`config.mk`:
```
export PLATFORM = sky130hd
export DESIGN_NAME = rs_top
export DESIGN_NICKNAME = d
export VERILOG_FILES = /design/src/logic/rs_cfg_pkg.sv /design/src/logic/rs_fu_pkg.sv /design/src/logic/rs_multi_pick.sv /design/src/logic/rs_alloc.sv /design/src/logic/rs_entry_array.sv /design/src/logic/rs_issue_select.sv /design/src/logic/rs_top.sv
export SDC_FILE = /design/constraint.sdc
export NUM_CORES = 1
export LEC_CHECK = 0
export BUFFER_PORTS_ARGS = -buffer_cell sky130_fd_sc_hd__buf_2
export CORE_ASPECT_RATIO = 0.9
export CORE_MARGIN = 8
export CORE_UTILIZATION = 45
export DETAILED_ROUTE_END_ITERATION = 8
export MAX_ROUTING_LAYER = met4
export SYNTH_ARGS = -nofsm -noshare
export SYNTH_HDL_FRONTEND = slang
export SYNTH_SLANG_ARGS = --single-unit
```
`constraint.sdc`:
```
create_clock -name clk_i -period 12.6 [get_ports clk_i]
set_input_delay 0.63 -clock clk_i [delete_from_list [all_inputs] [get_ports clk_i]]
set_output_delay 0.63 -clock clk_i [all_outputs]
set_load 0.01 [all_outputs]
```
`src/logic/rs_cfg_pkg.sv`:
```
// Reservation station geometry
// Default entry count, port widths and physical tag width
package rs_cfg_pkg;

    // Station size and port counts, used as top-level defaults
    localparam int RS_ENTRY_NUM_DEF = 8;
    localparam int RS_DP_NUM_DEF    = 2;
    localparam int RS_IS_NUM_DEF    = 2;
    localparam int RS_CDB_NUM_DEF   = 2;

    // Physical register tag width
    localparam int TAG_W = 6;

endpackage

```
`src/logic/rs_fu_pkg.sv`:
```
// Functional-unit classes
// Class codes and the opaque operation payload carried to the units
package rs_fu_pkg;

    // Class codes
    localparam int FU_ALU  = 0;
    localparam int FU_MULT = 1;
    localparam int FU_MEM  = 2;
    localparam int FU_BR   = 3;

    // Number of classes and code width
    localparam int FU_NUM = 4;
    localparam int FU_W   = 2;

    // Operation payload, not decoded inside the station
    localparam int OP_W = 16;

endpackage

```
`src/logic/rs_multi_pick.sv`:
```
// Multi-output priority picker
// Finds the PICK_NUM lowest set bits of a request vector
module rs_multi_pick #(
    parameter int  WIDTH    = 8,
    parameter int  PICK_NUM = 2,
    localparam int IDX_W    = $clog2(WIDTH)
) (
    input  logic [WIDTH-1:0]                req_i,
    output logic [PICK_NUM-1:0][IDX_W-1:0]  idx_o,
    output logic [PICK_NUM-1:0]             vld_o
);

    // ------------------------------------------------------------------------
    // Encoder cascade
    // ------------------------------------------------------------------------
    // Stage k sees the requests left after stages 0..k-1 took their bit
    always_comb begin
        logic [WIDTH-1:0] remain;
        remain = req_i;
        idx_o  = '0;
        vld_o  = '0;
        for (int k = 0; k < PICK_NUM; k++) begin
            // Scan downwards so the lowest set bit wins
            for (int b = WIDTH - 1; b >= 0; b--) begin
                if (remain[b]) begin
                    idx_o[k] = IDX_W'(b);
                end
            end
            vld_o[k] = |remain;
            // Mask the bit this stage found
            if (vld_o[k]) begin
                remain[idx_o[k]] = 1'b0;
            end
        end
    end

endmodule

```
`src/logic/rs_alloc.sv`:
```
// Dispatch allocation for the reservation station
// Picks free entries, routes dispatch channels to them, counts availability
module rs_alloc #(
    parameter int  ENTRY_NUM = 8,
    parameter int  DP_NUM    = 2,
    localparam int CNT_W     = $clog2(DP_NUM + 1)
) (
    input  logic                                         clk_i,
    input  logic                                         rst_i,
    // Entry state from the array and the issue picker
    input  logic [ENTRY_NUM-1:0]                         entry_valid_i,
    input  logic [ENTRY_NUM-1:0]                         issue_sel_i,
    // Dispatch channels
    input  logic [CNT_W-1:0]                             dp_num_i,
    input  logic [DP_NUM-1:0][rs_cfg_pkg::TAG_W-1:0]     dp_dst_tag_i,
    input  logic [DP_NUM-1:0][rs_cfg_pkg::TAG_W-1:0]     dp_src1_tag_i,
    input  logic [DP_NUM-1:0][rs_cfg_pkg::TAG_W-1:0]     dp_src2_tag_i,
    input  logic [DP_NUM-1:0]                            dp_src1_rdy_i,
    input  logic [DP_NUM-1:0]                            dp_src2_rdy_i,
    input  logic [DP_NUM-1:0][rs_fu_pkg::FU_W-1:0]       dp_fu_i,
    input  logic [DP_NUM-1:0][rs_fu_pkg::OP_W-1:0]       dp_op_i,
    // Per-entry write strobes and routed contents
    output logic [ENTRY_NUM-1:0]                         dp_sel_o,
    output logic [ENTRY_NUM-1:0][rs_cfg_pkg::TAG_W-1:0]  ent_dst_tag_o,
    output logic [ENTRY_NUM-1:0][rs_cfg_pkg::TAG_W-1:0]  ent_src1_tag_o,
    output logic [ENTRY_NUM-1:0][rs_cfg_pkg::TAG_W-1:0]  ent_src2_tag_o,
    output logic [ENTRY_NUM-1:0]                         ent_src1_rdy_o,
    output logic [ENTRY_NUM-1:0]                         ent_src2_rdy_o,
    output logic [ENTRY_NUM-1:0][rs_fu_pkg::FU_W-1:0]    ent_fu_o,
    output logic [ENTRY_NUM-1:0][rs_fu_pkg::OP_W-1:0]    ent_op_o,
    // Entries the dispatcher may fill this cycle
    output logic [CNT_W-1:0]                             avail_num_o
);

    localparam int IDX_W  = $clog2(ENTRY_NUM);
    localparam int FREE_W = $clog2(ENTRY_NUM + 1);

    logic [ENTRY_NUM-1:0]             free;
    logic [DP_NUM-1:0][IDX_W-1:0]     pick_idx;
    logic [DP_NUM-1:0]                pick_vld;
    logic [FREE_W-1:0]                free_cnt;

    // An entry leaving by issue this cycle can be refilled at the same edge
    assign free = ~entry_valid_i | issue_sel_i;

    rs_multi_pick #(
        .WIDTH    (ENTRY_NUM),
        .PICK_NUM (DP_NUM)
    ) i_pick (
        .req_i (free),
        .idx_o (pick_idx),
        .vld_o (pick_vld)
    );

    // ------------------------------------------------------------------------
    // Dispatch routing
    // ------------------------------------------------------------------------
    // Channel k goes to the k-th lowest free entry
    always_comb begin
        dp_sel_o       = '0;
        ent_dst_tag_o  = '0;
        ent_src1_tag_o = '0;
        ent_src2_tag_o = '0;
        ent_src1_rdy_o = '0;
        ent_src2_rdy_o = '0;
        ent_fu_o       = '0;
        ent_op_o       = '0;
        for (int k = 0; k < DP_NUM; k++) begin
            // Only the low dp_num_i channels carry an instruction
            if (pick_vld[k] && (CNT_W'(k) < dp_num_i)) begin
                dp_sel_o[pick_idx[k]]       = 1'b1;
                ent_dst_tag_o[pick_idx[k]]  = dp_dst_tag_i[k];
                ent_src1_tag_o[pick_idx[k]] = dp_src1_tag_i[k];
                ent_src2_tag_o[pick_idx[k]] = dp_src2_tag_i[k];
                ent_src1_rdy_o[pick_idx[k]] = dp_src1_rdy_i[k];
                ent_src2_rdy_o[pick_idx[k]] = dp_src2_rdy_i[k];
                ent_fu_o[pick_idx[k]]       = dp_fu_i[k];
                ent_op_o[pick_idx[k]]       = dp_op_i[k];
            end
        end
    end

    // ------------------------------------------------------------------------
    // Availability count
    // ------------------------------------------------------------------------
    always_comb begin
        free_cnt = '0;
        for (int e = 0; e < ENTRY_NUM; e++) begin
            free_cnt = free_cnt + FREE_W'(free[e]);
        end
        // Saturate at the dispatch width
        if (free_cnt >= FREE_W'(DP_NUM)) begin
            avail_num_o = CNT_W'(DP_NUM);
        end else begin
            avail_num_o = CNT_W'(free_cnt);
        end
    end

    // Dispatcher must respect the count it was given
    a_dp_within_avail : assert property (
        @(posedge clk_i) disable iff (rst_i) dp_num_i <= avail_num_o
    ) else $error("dispatch count exceeds available entries");

endmodule

```
`src/logic/rs_entry_array.sv`:
```
// Reservation station entry storage
// Holds entries, applies CDB wakeup and computes the per-entry ready level
module rs_entry_array #(
    parameter int ENTRY_NUM = 8,
    parameter int CDB_NUM   = 2
) (
    input  logic                                         clk_i,
    input  logic                                         rst_i,
    input  logic                                         squash_i,
    // Routed dispatch contents
    input  logic [ENTRY_NUM-1:0]                         dp_sel_i,
    input  logic [ENTRY_NUM-1:0][rs_cfg_pkg::TAG_W-1:0]  ent_dst_tag_i,
    input  logic [ENTRY_NUM-1:0][rs_cfg_pkg::TAG_W-1:0]  ent_src1_tag_i,
    input  logic [ENTRY_NUM-1:0][rs_cfg_pkg::TAG_W-1:0]  ent_src2_tag_i,
    input  logic [ENTRY_NUM-1:0]                         ent_src1_rdy_i,
    input  logic [ENTRY_NUM-1:0]                         ent_src2_rdy_i,
    input  logic [ENTRY_NUM-1:0][rs_fu_pkg::FU_W-1:0]    ent_fu_i,
    input  logic [ENTRY_NUM-1:0][rs_fu_pkg::OP_W-1:0]    ent_op_i,
    // Result buses
    input  logic [CDB_NUM-1:0]                           cdb_valid_i,
    input  logic [CDB_NUM-1:0][rs_cfg_pkg::TAG_W-1:0]    cdb_tag_i,
    // Unit class ready levels
    input  logic [rs_fu_pkg::FU_NUM-1:0]                 fu_ready_i,
    // Entries leaving this cycle
    input  logic [ENTRY_NUM-1:0]                         issue_sel_i,
    output logic [ENTRY_NUM-1:0]                         entry_valid_o,
    output logic [ENTRY_NUM-1:0]                         ready_o,
    // Stored contents
    output logic [ENTRY_NUM-1:0][rs_cfg_pkg::TAG_W-1:0]  st_dst_tag_o,
    output logic [ENTRY_NUM-1:0][rs_cfg_pkg::TAG_W-1:0]  st_src1_tag_o,
    output logic [ENTRY_NUM-1:0][rs_cfg_pkg::TAG_W-1:0]  st_src2_tag_o,
    output logic [ENTRY_NUM-1:0][rs_fu_pkg::FU_W-1:0]    st_fu_o,
    output logic [ENTRY_NUM-1:0][rs_fu_pkg::OP_W-1:0]    st_op_o
);

    logic [ENTRY_NUM-1:0] src1_rdy;
    logic [ENTRY_NUM-1:0] src2_rdy;
    logic [ENTRY_NUM-1:0] wake1;
    logic [ENTRY_NUM-1:0] wake2;

    // ------------------------------------------------------------------------
    // CDB comparator network
    // ------------------------------------------------------------------------
    // Every valid entry against every valid bus
    always_comb begin
        wake1 = '0;
        wake2 = '0;
        for (int e = 0; e < ENTRY_NUM; e++) begin
            for (int c = 0; c < CDB_NUM; c++) begin
                if (entry_valid_o[e] && cdb_valid_i[c]) begin
                    if (cdb_tag_i[c] == st_src1_tag_o[e]) begin
                        wake1[e] = 1'b1;
                    end
                    if (cdb_tag_i[c] == st_src2_tag_o[e]) begin
                        wake2[e] = 1'b1;
                    end
                end
            end
        end
    end

    // ------------------------------------------------------------------------
    // Ready check
    // ------------------------------------------------------------------------
    // Both sources present and the entry's unit class accepting
    always_comb begin
        for (int e = 0; e < ENTRY_NUM; e++) begin
            ready_o[e] = entry_valid_o[e] && src1_rdy[e] && src2_rdy[e]
                      && fu_ready_i[st_fu_o[e]] && !squash_i;
        end
    end

    // ------------------------------------------------------------------------
    // Entry update
    // ------------------------------------------------------------------------
    // Squash, then dispatch, then issue clear, then wakeup
    always_ff @(posedge clk_i) begin
        for (int e = 0; e < ENTRY_NUM; e++) begin
            if (rst_i || squash_i) begin
                entry_valid_o[e] <= 1'b0;
                src1_rdy[e]      <= 1'b0;
                src2_rdy[e]      <= 1'b0;
            end else if (dp_sel_i[e]) begin
                // A strobe in the dispatch cycle is lost for this entry
                entry_valid_o[e] <= 1'b1;
                src1_rdy[e]      <= ent_src1_rdy_i[e];
                src2_rdy[e]      <= ent_src2_rdy_i[e];
            end else if (issue_sel_i[e]) begin
                entry_valid_o[e] <= 1'b0;
            end else begin
                // Sources wake independently
                if (wake1[e]) begin
                    src1_rdy[e] <= 1'b1;
                end
                if (wake2[e]) begin
                    src2_rdy[e] <= 1'b1;
                end
            end
        end
    end

    // Payload only changes on a dispatch write
    always_ff @(posedge clk_i) begin
        for (int e = 0; e < ENTRY_NUM; e++) begin
            if (dp_sel_i[e]) begin
                st_dst_tag_o[e]  <= ent_dst_tag_i[e];
                st_src1_tag_o[e] <= ent_src1_tag_i[e];
                st_src2_tag_o[e] <= ent_src2_tag_i[e];
                st_fu_o[e]       <= ent_fu_i[e];
                st_op_o[e]       <= ent_op_i[e];
            end
        end
    end

    // Allocation only ever overwrites entries that are free or leaving
    a_dp_on_free : assert property (
        @(posedge clk_i) disable iff (rst_i)
        (dp_sel_i & entry_valid_o & ~issue_sel_i) == '0
    ) else $error("dispatch targets an occupied entry");

endmodule

```
`src/logic/rs_issue_select.sv`:
```
// Issue selection for the reservation station
// Takes the lowest-index ready entries and drives them onto issue channels
module rs_issue_select #(
    parameter int ENTRY_NUM = 8,
    parameter int IS_NUM    = 2
) (
    input  logic [ENTRY_NUM-1:0]                         ready_i,
    input  logic [ENTRY_NUM-1:0][rs_cfg_pkg::TAG_W-1:0]  st_dst_tag_i,
    input  logic [ENTRY_NUM-1:0][rs_cfg_pkg::TAG_W-1:0]  st_src1_tag_i,
    input  logic [ENTRY_NUM-1:0][rs_cfg_pkg::TAG_W-1:0]  st_src2_tag_i,
    input  logic [ENTRY_NUM-1:0][rs_fu_pkg::FU_W-1:0]    st_fu_i,
    input  logic [ENTRY_NUM-1:0][rs_fu_pkg::OP_W-1:0]    st_op_i,
    output logic [ENTRY_NUM-1:0]                         issue_sel_o,
    // Issue channels
    output logic [IS_NUM-1:0]                            is_valid_o,
    output logic [IS_NUM-1:0][rs_cfg_pkg::TAG_W-1:0]     is_dst_tag_o,
    output logic [IS_NUM-1:0][rs_cfg_pkg::TAG_W-1:0]     is_src1_tag_o,
    output logic [IS_NUM-1:0][rs_cfg_pkg::TAG_W-1:0]     is_src2_tag_o,
    output logic [IS_NUM-1:0][rs_fu_pkg::FU_W-1:0]       is_fu_o,
    output logic [IS_NUM-1:0][rs_fu_pkg::OP_W-1:0]       is_op_o
);

    localparam int IDX_W = $clog2(ENTRY_NUM);

    logic [IS_NUM-1:0][IDX_W-1:0] pick_idx;
    logic [IS_NUM-1:0]            pick_vld;

    rs_multi_pick #(
        .WIDTH    (ENTRY_NUM),
        .PICK_NUM (IS_NUM)
    ) i_pick (
        .req_i (ready_i),
        .idx_o (pick_idx),
        .vld_o (pick_vld)
    );

    // ------------------------------------------------------------------------
    // Issue switch
    // ------------------------------------------------------------------------
    // Idle channels carry zeros
    always_comb begin
        issue_sel_o   = '0;
        is_valid_o    = pick_vld;
        is_dst_tag_o  = '0;
        is_src1_tag_o = '0;
        is_src2_tag_o = '0;
        is_fu_o       = '0;
        is_op_o       = '0;
        for (int j = 0; j < IS_NUM; j++) begin
            if (pick_vld[j]) begin
                issue_sel_o[pick_idx[j]] = 1'b1;
                is_dst_tag_o[j]          = st_dst_tag_i[pick_idx[j]];
                is_src1_tag_o[j]         = st_src1_tag_i[pick_idx[j]];
                is_src2_tag_o[j]         = st_src2_tag_i[pick_idx[j]];
                is_fu_o[j]               = st_fu_i[pick_idx[j]];
                is_op_o[j]               = st_op_i[pick_idx[j]];
            end
        end
    end

    // One entry per live channel, so the picker never repeats an index
    always_comb begin
        a_is_distinct : assert final ($countones(issue_sel_o) == $countones(is_valid_o))
            else $error("two issue channels share one entry");
    end

endmodule

```
`src/logic/rs_top.sv`:
```
// Reservation station top level
// Connects dispatch allocation, entry storage and issue selection
module rs_top #(
    parameter int  ENTRY_NUM = rs_cfg_pkg::RS_ENTRY_NUM_DEF,
    parameter int  DP_NUM    = rs_cfg_pkg::RS_DP_NUM_DEF,
    parameter int  IS_NUM    = rs_cfg_pkg::RS_IS_NUM_DEF,
    parameter int  CDB_NUM   = rs_cfg_pkg::RS_CDB_NUM_DEF,
    localparam int CNT_W     = $clog2(DP_NUM + 1)
) (
    input  logic                                      clk_i,
    input  logic                                      rst_i,
    input  logic                                      squash_i,
    // Dispatch
    input  logic [CNT_W-1:0]                          dp_num_i,
    input  logic [DP_NUM-1:0][rs_cfg_pkg::TAG_W-1:0]  dp_dst_tag_i,
    input  logic [DP_NUM-1:0][rs_cfg_pkg::TAG_W-1:0]  dp_src1_tag_i,
    input  logic [DP_NUM-1:0][rs_cfg_pkg::TAG_W-1:0]  dp_src2_tag_i,
    input  logic [DP_NUM-1:0]                         dp_src1_rdy_i,
    input  logic [DP_NUM-1:0]                         dp_src2_rdy_i,
    input  logic [DP_NUM-1:0][rs_fu_pkg::FU_W-1:0]    dp_fu_i,
    input  logic [DP_NUM-1:0][rs_fu_pkg::OP_W-1:0]    dp_op_i,
    output logic [CNT_W-1:0]                          avail_num_o,
    // Result buses and unit ready levels
    input  logic [CDB_NUM-1:0]                        cdb_valid_i,
    input  logic [CDB_NUM-1:0][rs_cfg_pkg::TAG_W-1:0] cdb_tag_i,
    input  logic [rs_fu_pkg::FU_NUM-1:0]              fu_ready_i,
    // Issue
    output logic [IS_NUM-1:0]                         is_valid_o,
    output logic [IS_NUM-1:0][rs_cfg_pkg::TAG_W-1:0]  is_dst_tag_o,
    output logic [IS_NUM-1:0][rs_cfg_pkg::TAG_W-1:0]  is_src1_tag_o,
    output logic [IS_NUM-1:0][rs_cfg_pkg::TAG_W-1:0]  is_src2_tag_o,
    output logic [IS_NUM-1:0][rs_fu_pkg::FU_W-1:0]    is_fu_o,
    output logic [IS_NUM-1:0][rs_fu_pkg::OP_W-1:0]    is_op_o
);

    import rs_cfg_pkg::*;
    import rs_fu_pkg::*;

    // Entry state and selection vectors
    logic [ENTRY_NUM-1:0]             entry_valid;
    logic [ENTRY_NUM-1:0]             ready;
    logic [ENTRY_NUM-1:0]             issue_sel;
    logic [ENTRY_NUM-1:0]             dp_sel;

    // Routed dispatch contents
    logic [ENTRY_NUM-1:0][TAG_W-1:0]  ent_dst_tag;
    logic [ENTRY_NUM-1:0][TAG_W-1:0]  ent_src1_tag;
    logic [ENTRY_NUM-1:0][TAG_W-1:0]  ent_src2_tag;
    logic [ENTRY_NUM-1:0]             ent_src1_rdy;
    logic [ENTRY_NUM-1:0]             ent_src2_rdy;
    logic [ENTRY_NUM-1:0][FU_W-1:0]   ent_fu;
    logic [ENTRY_NUM-1:0][OP_W-1:0]   ent_op;

    // Stored contents
    logic [ENTRY_NUM-1:0][TAG_W-1:0]  st_dst_tag;
    logic [ENTRY_NUM-1:0][TAG_W-1:0]  st_src1_tag;
    logic [ENTRY_NUM-1:0][TAG_W-1:0]  st_src2_tag;
    logic [ENTRY_NUM-1:0][FU_W-1:0]   st_fu;
    logic [ENTRY_NUM-1:0][OP_W-1:0]   st_op;

    rs_alloc #(
        .ENTRY_NUM (ENTRY_NUM),
        .DP_NUM    (DP_NUM)
    ) i_alloc (
        .clk_i          (clk_i),
        .rst_i          (rst_i),
        .entry_valid_i  (entry_valid),
        .issue_sel_i    (issue_sel),
        .dp_num_i       (dp_num_i),
        .dp_dst_tag_i   (dp_dst_tag_i),
        .dp_src1_tag_i  (dp_src1_tag_i),
        .dp_src2_tag_i  (dp_src2_tag_i),
        .dp_src1_rdy_i  (dp_src1_rdy_i),
        .dp_src2_rdy_i  (dp_src2_rdy_i),
        .dp_fu_i        (dp_fu_i),
        .dp_op_i        (dp_op_i),
        .dp_sel_o       (dp_sel),
        .ent_dst_tag_o  (ent_dst_tag),
        .ent_src1_tag_o (ent_src1_tag),
        .ent_src2_tag_o (ent_src2_tag),
        .ent_src1_rdy_o (ent_src1_rdy),
        .ent_src2_rdy_o (ent_src2_rdy),
        .ent_fu_o       (ent_fu),
        .ent_op_o       (ent_op),
        .avail_num_o    (avail_num_o)
    );

    rs_entry_array #(
        .ENTRY_NUM (ENTRY_NUM),
        .CDB_NUM   (CDB_NUM)
    ) i_array (
        .clk_i          (clk_i),
        .rst_i          (rst_i),
        .squash_i       (squash_i),
        .dp_sel_i       (dp_sel),
        .ent_dst_tag_i  (ent_dst_tag),
        .ent_src1_tag_i (ent_src1_tag),
        .ent_src2_tag_i (ent_src2_tag),
        .ent_src1_rdy_i (ent_src1_rdy),
        .ent_src2_rdy_i (ent_src2_rdy),
        .ent_fu_i       (ent_fu),
        .ent_op_i       (ent_op),
        .cdb_valid_i    (cdb_valid_i),
        .cdb_tag_i      (cdb_tag_i),
        .fu_ready_i     (fu_ready_i),
        .issue_sel_i    (issue_sel),
        .entry_valid_o  (entry_valid),
        .ready_o        (ready),
        .st_dst_tag_o   (st_dst_tag),
        .st_src1_tag_o  (st_src1_tag),
        .st_src2_tag_o  (st_src2_tag),
        .st_fu_o        (st_fu),
        .st_op_o        (st_op)
    );

    rs_issue_select #(
        .ENTRY_NUM (ENTRY_NUM),
        .IS_NUM    (IS_NUM)
    ) i_issue (
        .ready_i       (ready),
        .st_dst_tag_i  (st_dst_tag),
        .st_src1_tag_i (st_src1_tag),
        .st_src2_tag_i (st_src2_tag),
        .st_fu_i       (st_fu),
        .st_op_i       (st_op),
        .issue_sel_o   (issue_sel),
        .is_valid_o    (is_valid_o),
        .is_dst_tag_o  (is_dst_tag_o),
        .is_src1_tag_o (is_src1_tag_o),
        .is_src2_tag_o (is_src2_tag_o),
        .is_fu_o       (is_fu_o),
        .is_op_o       (is_op_o)
    );

endmodule

```
=== Word-level counts from Yosys, hierarchy flattened ===
Index checks and enable logic that the tools add are counted.

* Add/subtract/negate cells: 7
* $lt $le $gt $ge: 19
* Eq/ne operators: 40
* Muxes and demuxes: 254
* Bitwise gates (word level): 15
* Reduce and logical (&&, ||, !) cells: 100

{| class="wikitable"
|+ Operators with widths
! kind !! count
|-
| 48-bit 2-to-1 mux || 6
|-
| 128-bit 2-to-1 mux || 2
|-
| 6-bit equality test || 32
|-
| 48-bit bitwise AND || 3
|-
| 48-bit bitwise mux || 3
|-
| 1-bit 2-to-1 mux || 140
|-
| 128-bit bitwise AND || 1
|-
| 128-bit bitwise mux || 1
|-
| 16-bit 2-to-1 mux || 8
|-
| 6-bit binary-select mux with 3-bit select || 6
|-
| 16-bit binary-select mux with 3-bit select || 2
|-
| 16-bit demux with 3-bit select || 2
|-
| 3-bit 2-to-1 mux || 32
|-
| 6-bit 2-to-1 mux || 14
|-
| 8-bit 2-to-1 mux || 10
|-
| 1-bit logical AND || 54
|-
| 2-bit nonzero test || 24
|-
| 6-bit demux with 3-bit select || 2
|-
| 8-bit bitwise AND || 4
|-
| 2-bit AND reduction || 16
|-
| 8-bit OR reduction || 4
|-
| 4-bit by 1-bit adder with 4-bit output || 6
|-
| 2-bit by 3-bit < comparator with 1-bit output (second input constant) || 8
|-
| 8-bit inverter || 3
|-
| 17 further kinds || 52
|}

* Register bits after elaboration: 312
* Bits of input ports: 99
* Output and inout bits: 76

=== Logic depth before layout (Yosys ltp) ===
* Depth after elaboration: 65
* Mapped depth: 17

=== Cells and area by module ===
A second synthesis with hierarchy kept.

* Cells, all modules: 2302
* Area total of the unflattened synthesis: 24679.9 um2

{| class="wikitable"
|+ Modules (own cells, without submodules)
! module !! times used !! cells an instance !! area an instance (um2) !! sequential area each (um2)
|-
| rs_entry_array || 1 || 710 || 12245.5 || 9128.8
|-
| rs_alloc || 1 || 904 || 6591.3 || 0.0
|-
| rs_issue_select || 1 || 596 || 5247.5 || 0.0
|-
| rs_multi_pick || 2 || 46 || 297.8 || 0.0
|}

=== Worst setup path before layout ===
OpenSTA, ideal clock, no wires.

* Kind: input -> output
* Start point: input fu_ready_i[3] (netlist bit)
* End point: output avail_num_o[0]
* Arrival: 4666 ps
* Setup slack: 7304 ps
* Cell stages on the path: 16
* Buffers on the path: 1
* Cells stage by stage: mux4_2 and2_1 buf_2 nor4_4 a21oi_1 o21ai_1 a21oi_1 fa_1 inv_1 fa_1 inv_1 fa_1 fa_1 o21ai_0 nand2b_1 nor2_1

* Word-level cells in the longest chain between the ends: 43
* Elaborated cells on any way between the ends: 76
* Those cells by class: add/sub: 7; order compare: 5; mux: 40; bitwise: 4; reduce/logical: 20

{| class="wikitable"
|+ RTL lines
! what !! RTL line !! RTL
|-
| from (decl) || rs_top.sv:26 || <nowiki>input logic [rs_fu_pkg::FU_NUM-1:0] fu_ready_i,</nowiki>
|-
| 1-bit binary-select mux with 2-bit select || rs_entry_array.sv:69 || <nowiki>&& fu_ready_i[st_fu_o[e]] && !squash_i;</nowiki>
|-
| 1-bit 2-to-1 mux (not written as such) || rs_entry_array.sv:69 ||
|-
| 1-bit logical AND (2 in a row) || rs_entry_array.sv:69 ||
|-
| 3-bit 2-to-1 mux (8 in a row) || rs_multi_pick.sv:25 || <nowiki>if (remain[b]) begin</nowiki>
|-
| 3-bit by 4-bit < comparator with 1-bit output (not written as such) or 3-bit by 1-bit >= comparator with 1-bit output (tied branches) || rs_multi_pick.sv:32, rs_issue_select.sv:51 ||
|-
| 1-bit logical AND (not written as such) || rs_multi_pick.sv:32, rs_issue_select.sv:51 ||
|-
| 1-bit 2-to-1 mux (not written as such) || rs_multi_pick.sv:32, rs_issue_select.sv:51 ||
|-
| 1-bit demux with 3-bit select || - ||
|-
| (+15 left out) || - ||
|-
| 8-bit bitwise OR (no source line) || - ||
|-
| 8-bit 2-to-1 mux * || rs_issue_select.sv:50 || <nowiki>if (pick_vld[j]) begin</nowiki>
|-
| 8-bit bitwise OR * || rs_alloc.sv:44 || <nowiki>assign free = ~entry_valid_i | issue_sel_i;</nowiki>
|-
| 1-bit by 1-bit adder with 2-bit output || rs_alloc.sv:89 || <nowiki>free_cnt = free_cnt + FREE_W'(free[e]);</nowiki>
|-
| 4-bit by 1-bit adder with 4-bit output (5 in a row) || rs_alloc.sv:89 ||
|-
| 4-bit by 1-bit adder with 4-bit output * || rs_alloc.sv:89 ||
|-
| 4-bit by 2-bit >= comparator with 1-bit output || rs_alloc.sv:92 || <nowiki>if (free_cnt >= FREE_W'(DP_NUM)) begin</nowiki>
|-
| 2-bit 2-to-1 mux * || rs_alloc.sv:92 ||
|-
| to (decl) || rs_top.sv:22 || <nowiki>output logic [CNT_W-1:0] avail_num_o,</nowiki>
|}

Every way passes the cells marked *; elsewhere a longest branch is shown, timed or not. The select of a mux whose other input is x is not followed.

==> flow_summary.ini <==
[die]
rows = 75
die-width_um = 244
chipHeight_um = 221
io_pins = 175
floorplan.initialDensity_pct = 45.3
core_area_um2 = 46400
die_area_um2 = 53800

[min_path]
hold_path.class = in -> reg
worst_hold_path_depth = 3

[synth]
count_of_state_elements_after_synthesis = 312
post-synth-top-count-cell = a22o_1
synth_enable_flop_cells = 288
synth-seq-area-share_pct = 43.5
synth_warnings = 0
ys_top_cells_by_area = edfxtp_1, a22o_1, mux2i_1, xnor2_1, xor2_1
synth.lib_cells_used.distinct = 75
synth-main-ff-cell = edfxtp_1
mappedNetlistNets = 2150
synth-async-reset-ratio_pct = 0
synth.top_cells.by_count = a22o_1, edfxtp_1, mux2i_1, nor2_1, nand2_1
post_synth_inst_count = 2043
yosys.area.top_type_share_pct = 41.2
avgSynthCellArea_um2 = 10.3
mappedNetlistArea_um2 = 21000
yosysTopAreaCell = edfxtp_1

[pwr]
vdd_drop_max_v = 0.0000841
p_per_area_nw_per_um2 = 108
power.static_leakage_uw = 0.00825

[critical_path]
worstSetupPathType = reg -> out
reg2reg_slack_ns = 6.75
r2r.worst_path.cells = 13
worstSetupStartpointType = flop
worstPathMaxFanout = 48
timing.critical_path.arrival_ns = 6.24
crit_required_ns = 11.97
setup.worst_path.end_class = output port

[clock_tree]
numClockSinks = 312
numCtsBuffers = 37
clk_transition_reported_paths_ns = 0.06
cts_post_setup_buffers_inserted = 0
cts_root_buf = clkbuf_16
worst_skew_pair.late_latency_ns = 0.58
post_cts_hold_buffer_count = 0
tritoncts = built
ctsLongestPathBuffers = 3
cts-resized-gates = 0
cts_max_level = 2

[sta]
achievable-frequency_mhz = 145
max_slew.worst_pin.slew_ns = 1.27
worst_clock_skew_ns = 0.0287
hold_slack_ns = 0.323
finalCriticalPeriod_ns = 6.87
post_layout_worst_setup_margin_ns = 5.73
fin_tns_setup_ns = 0
layout_worst_path_cycle_share_pct = 54.6
finalSetupViolCount = 0
report.final.hold_viol_count = 0
slew_viol_final = 0
tightest_slew_margin_relative_to_the_limit_pct = 15.1
grt_setup_unrepaired = false

[layout]
utilization_pct = 50.1
multi_input_area_um2 = 10900
net_count_reported_at_finish = 2150
drive_above_1_share_pct = 15.5
flow.area_growth_from_synthesis_pct = 10.8
sequential_cell_area_um2 = 9130
nFillCells = 4231

[global_route]
grt_usage_pct = 31.8
first_pass_grt_wire_length_um = 126000
global_route.overflow_total = 0
grt_start_max_net_pins = 60
first_global_vias = 18075
grt_antenna_before_repair = 14

[detailed_routing]
drt_pass1_iterations = 6
post_drt_wl_per_cell_um = 32.2
vias_per_cell = 6.87
drc = 0
dr.first_iter.drc_count = 2550
ant_nets = 0
drt-total-wl_um = 87000
vias = 18553

[placed_design]
placement.setup.worst_slack_ns = 6.19
io_buffers = 174
finalWeightedCongestion = 0.924
hpwl_after_dpl_um = 51400

[outcome]
outcome = complete, no violations

[job]
cap_viol_max_count = 0
-- power by group --
| group | switching, uW | internal [uW] | total [uW] |
|---|---|---|---|
| sequential | 36.4 | 1160 | 1200 |
| clock | 465 | 619 | 1080 |
| combinational | 147 | 79.1 | 226 |
-- area by class of cell --
class	instances	share of cell area, %
Multi-Input combinational cell	1457	46.7
Sequential cell	312	39.3
Timing Repair Buffer	214	5.04
Clock buffer	47	4.23
Tap cell	616	3.32
Clock inverter	18	0.904
Inverter	21	0.339
Antenna cell	14	0.151
-- critical path, stage by stage, from the launching register on --
cell and delay, ns:
edfxtp_1 0.44, mux4_2 0.38, and4b_1 0.24, and2_2 0.84, o31ai_1 0.23, o21ai_1 0.26, nand2_2 0.11, nand2_4 0.37
buf_4 0.81, buf_4 0.74, mux2i_1 0.16, a221o_1 0.32, a221oi_1 0.48, buf_2 0.25
-- cells in the final DEF, fill, tap and decap left out, types with 11 or more instances in the layout --
cell,synthesis,routed
a211oi_1,13,11
a21oi_1,107,106
a221o_1,44,44
a221oi_1,38,38
a22o_1,289,289
a31oi_1,42,42
and2_1,16,13
and3_1,36,34
buf_2,42,174
buf_4,16,40
clkbuf_16,0,37
clkinv_1,0,11
dfxtp_1,24,24
diode_2,0,14
edfxtp_1,288,288
inv_1,21,14
mux2i_1,146,146
nand2_1,129,125
nand3_1,17,16
nand4_1,33,33
nor2_1,136,130
nor4_1,25,25
o21ai_0,54,53
o22ai_1,37,37
xnor2_1,105,105
xor2_1,87,87
-- logic make-up (layout without fill, tap and decap cells) --
family	count (synthesis)	count (layout)	synth area share, %
AOI/OAI and AO/OA	667	667	24.3
muxes	155	155	7.90
buffers and inverters	274	300	5.55
other	0	14	0
adders and majority gates	11	11	0.769
xor gates and xnor gates	192	192	8.01
and+or+nand+nor	432	432	9.98
DFF	312	312	43.5
-- registers in the layout, indices dropped and copies added, names as in the netlist --
name                   cells
i_array.st_dst_tag_o      48
i_array.entry_valid_o      8
i_array.st_src1_tag_o     48
i_array.st_fu_o           16
i_array.st_src2_tag_o     48
i_array.src2_rdy           8
i_array.st_op_o          128
i_array.src1_rdy           8
-- per-stage QoR --
stage	cell area (um2)	total power [uW]	std cells
floorplan	21000	1350	2043
global placement	22000	1430	2620
global route	23200	2580	2699
CTS	23200	2510	2685
detailed placement	22000	1440	2620
finish	23200	2510	2699
-- routing by layer --
metal | track usage (%) | share of wire (%) | up-vias
met5 | - | 0 | -
met4 | 14.4 | 4.4 | 0
met3 | 7.19 | 11 | 237
met2 | 46.3 | 43 | 1285
met1 | 42.0 | 41 | 9141
li1 | - | - | 7890
-- final timing paths --
kind	startpoint	end
min	dp_src1_rdy_i[1]	i_array.src1_rdy[2]$_SDFFE_PP0P_
min reg2reg	i_array.src1_rdy[5]$_SDFFE_PP0P_	i_array.src1_rdy[5]$_SDFFE_PP0P_
max	i_array.st_fu_o[14]$_DFFE_PP_	is_src2_tag_o[10]
max reg2reg	i_array.st_fu_o[6]$_DFFE_PP_	i_array.st_src1_tag_o[36]$_DFFE_PP_
(Power assumes the default switching activity.)
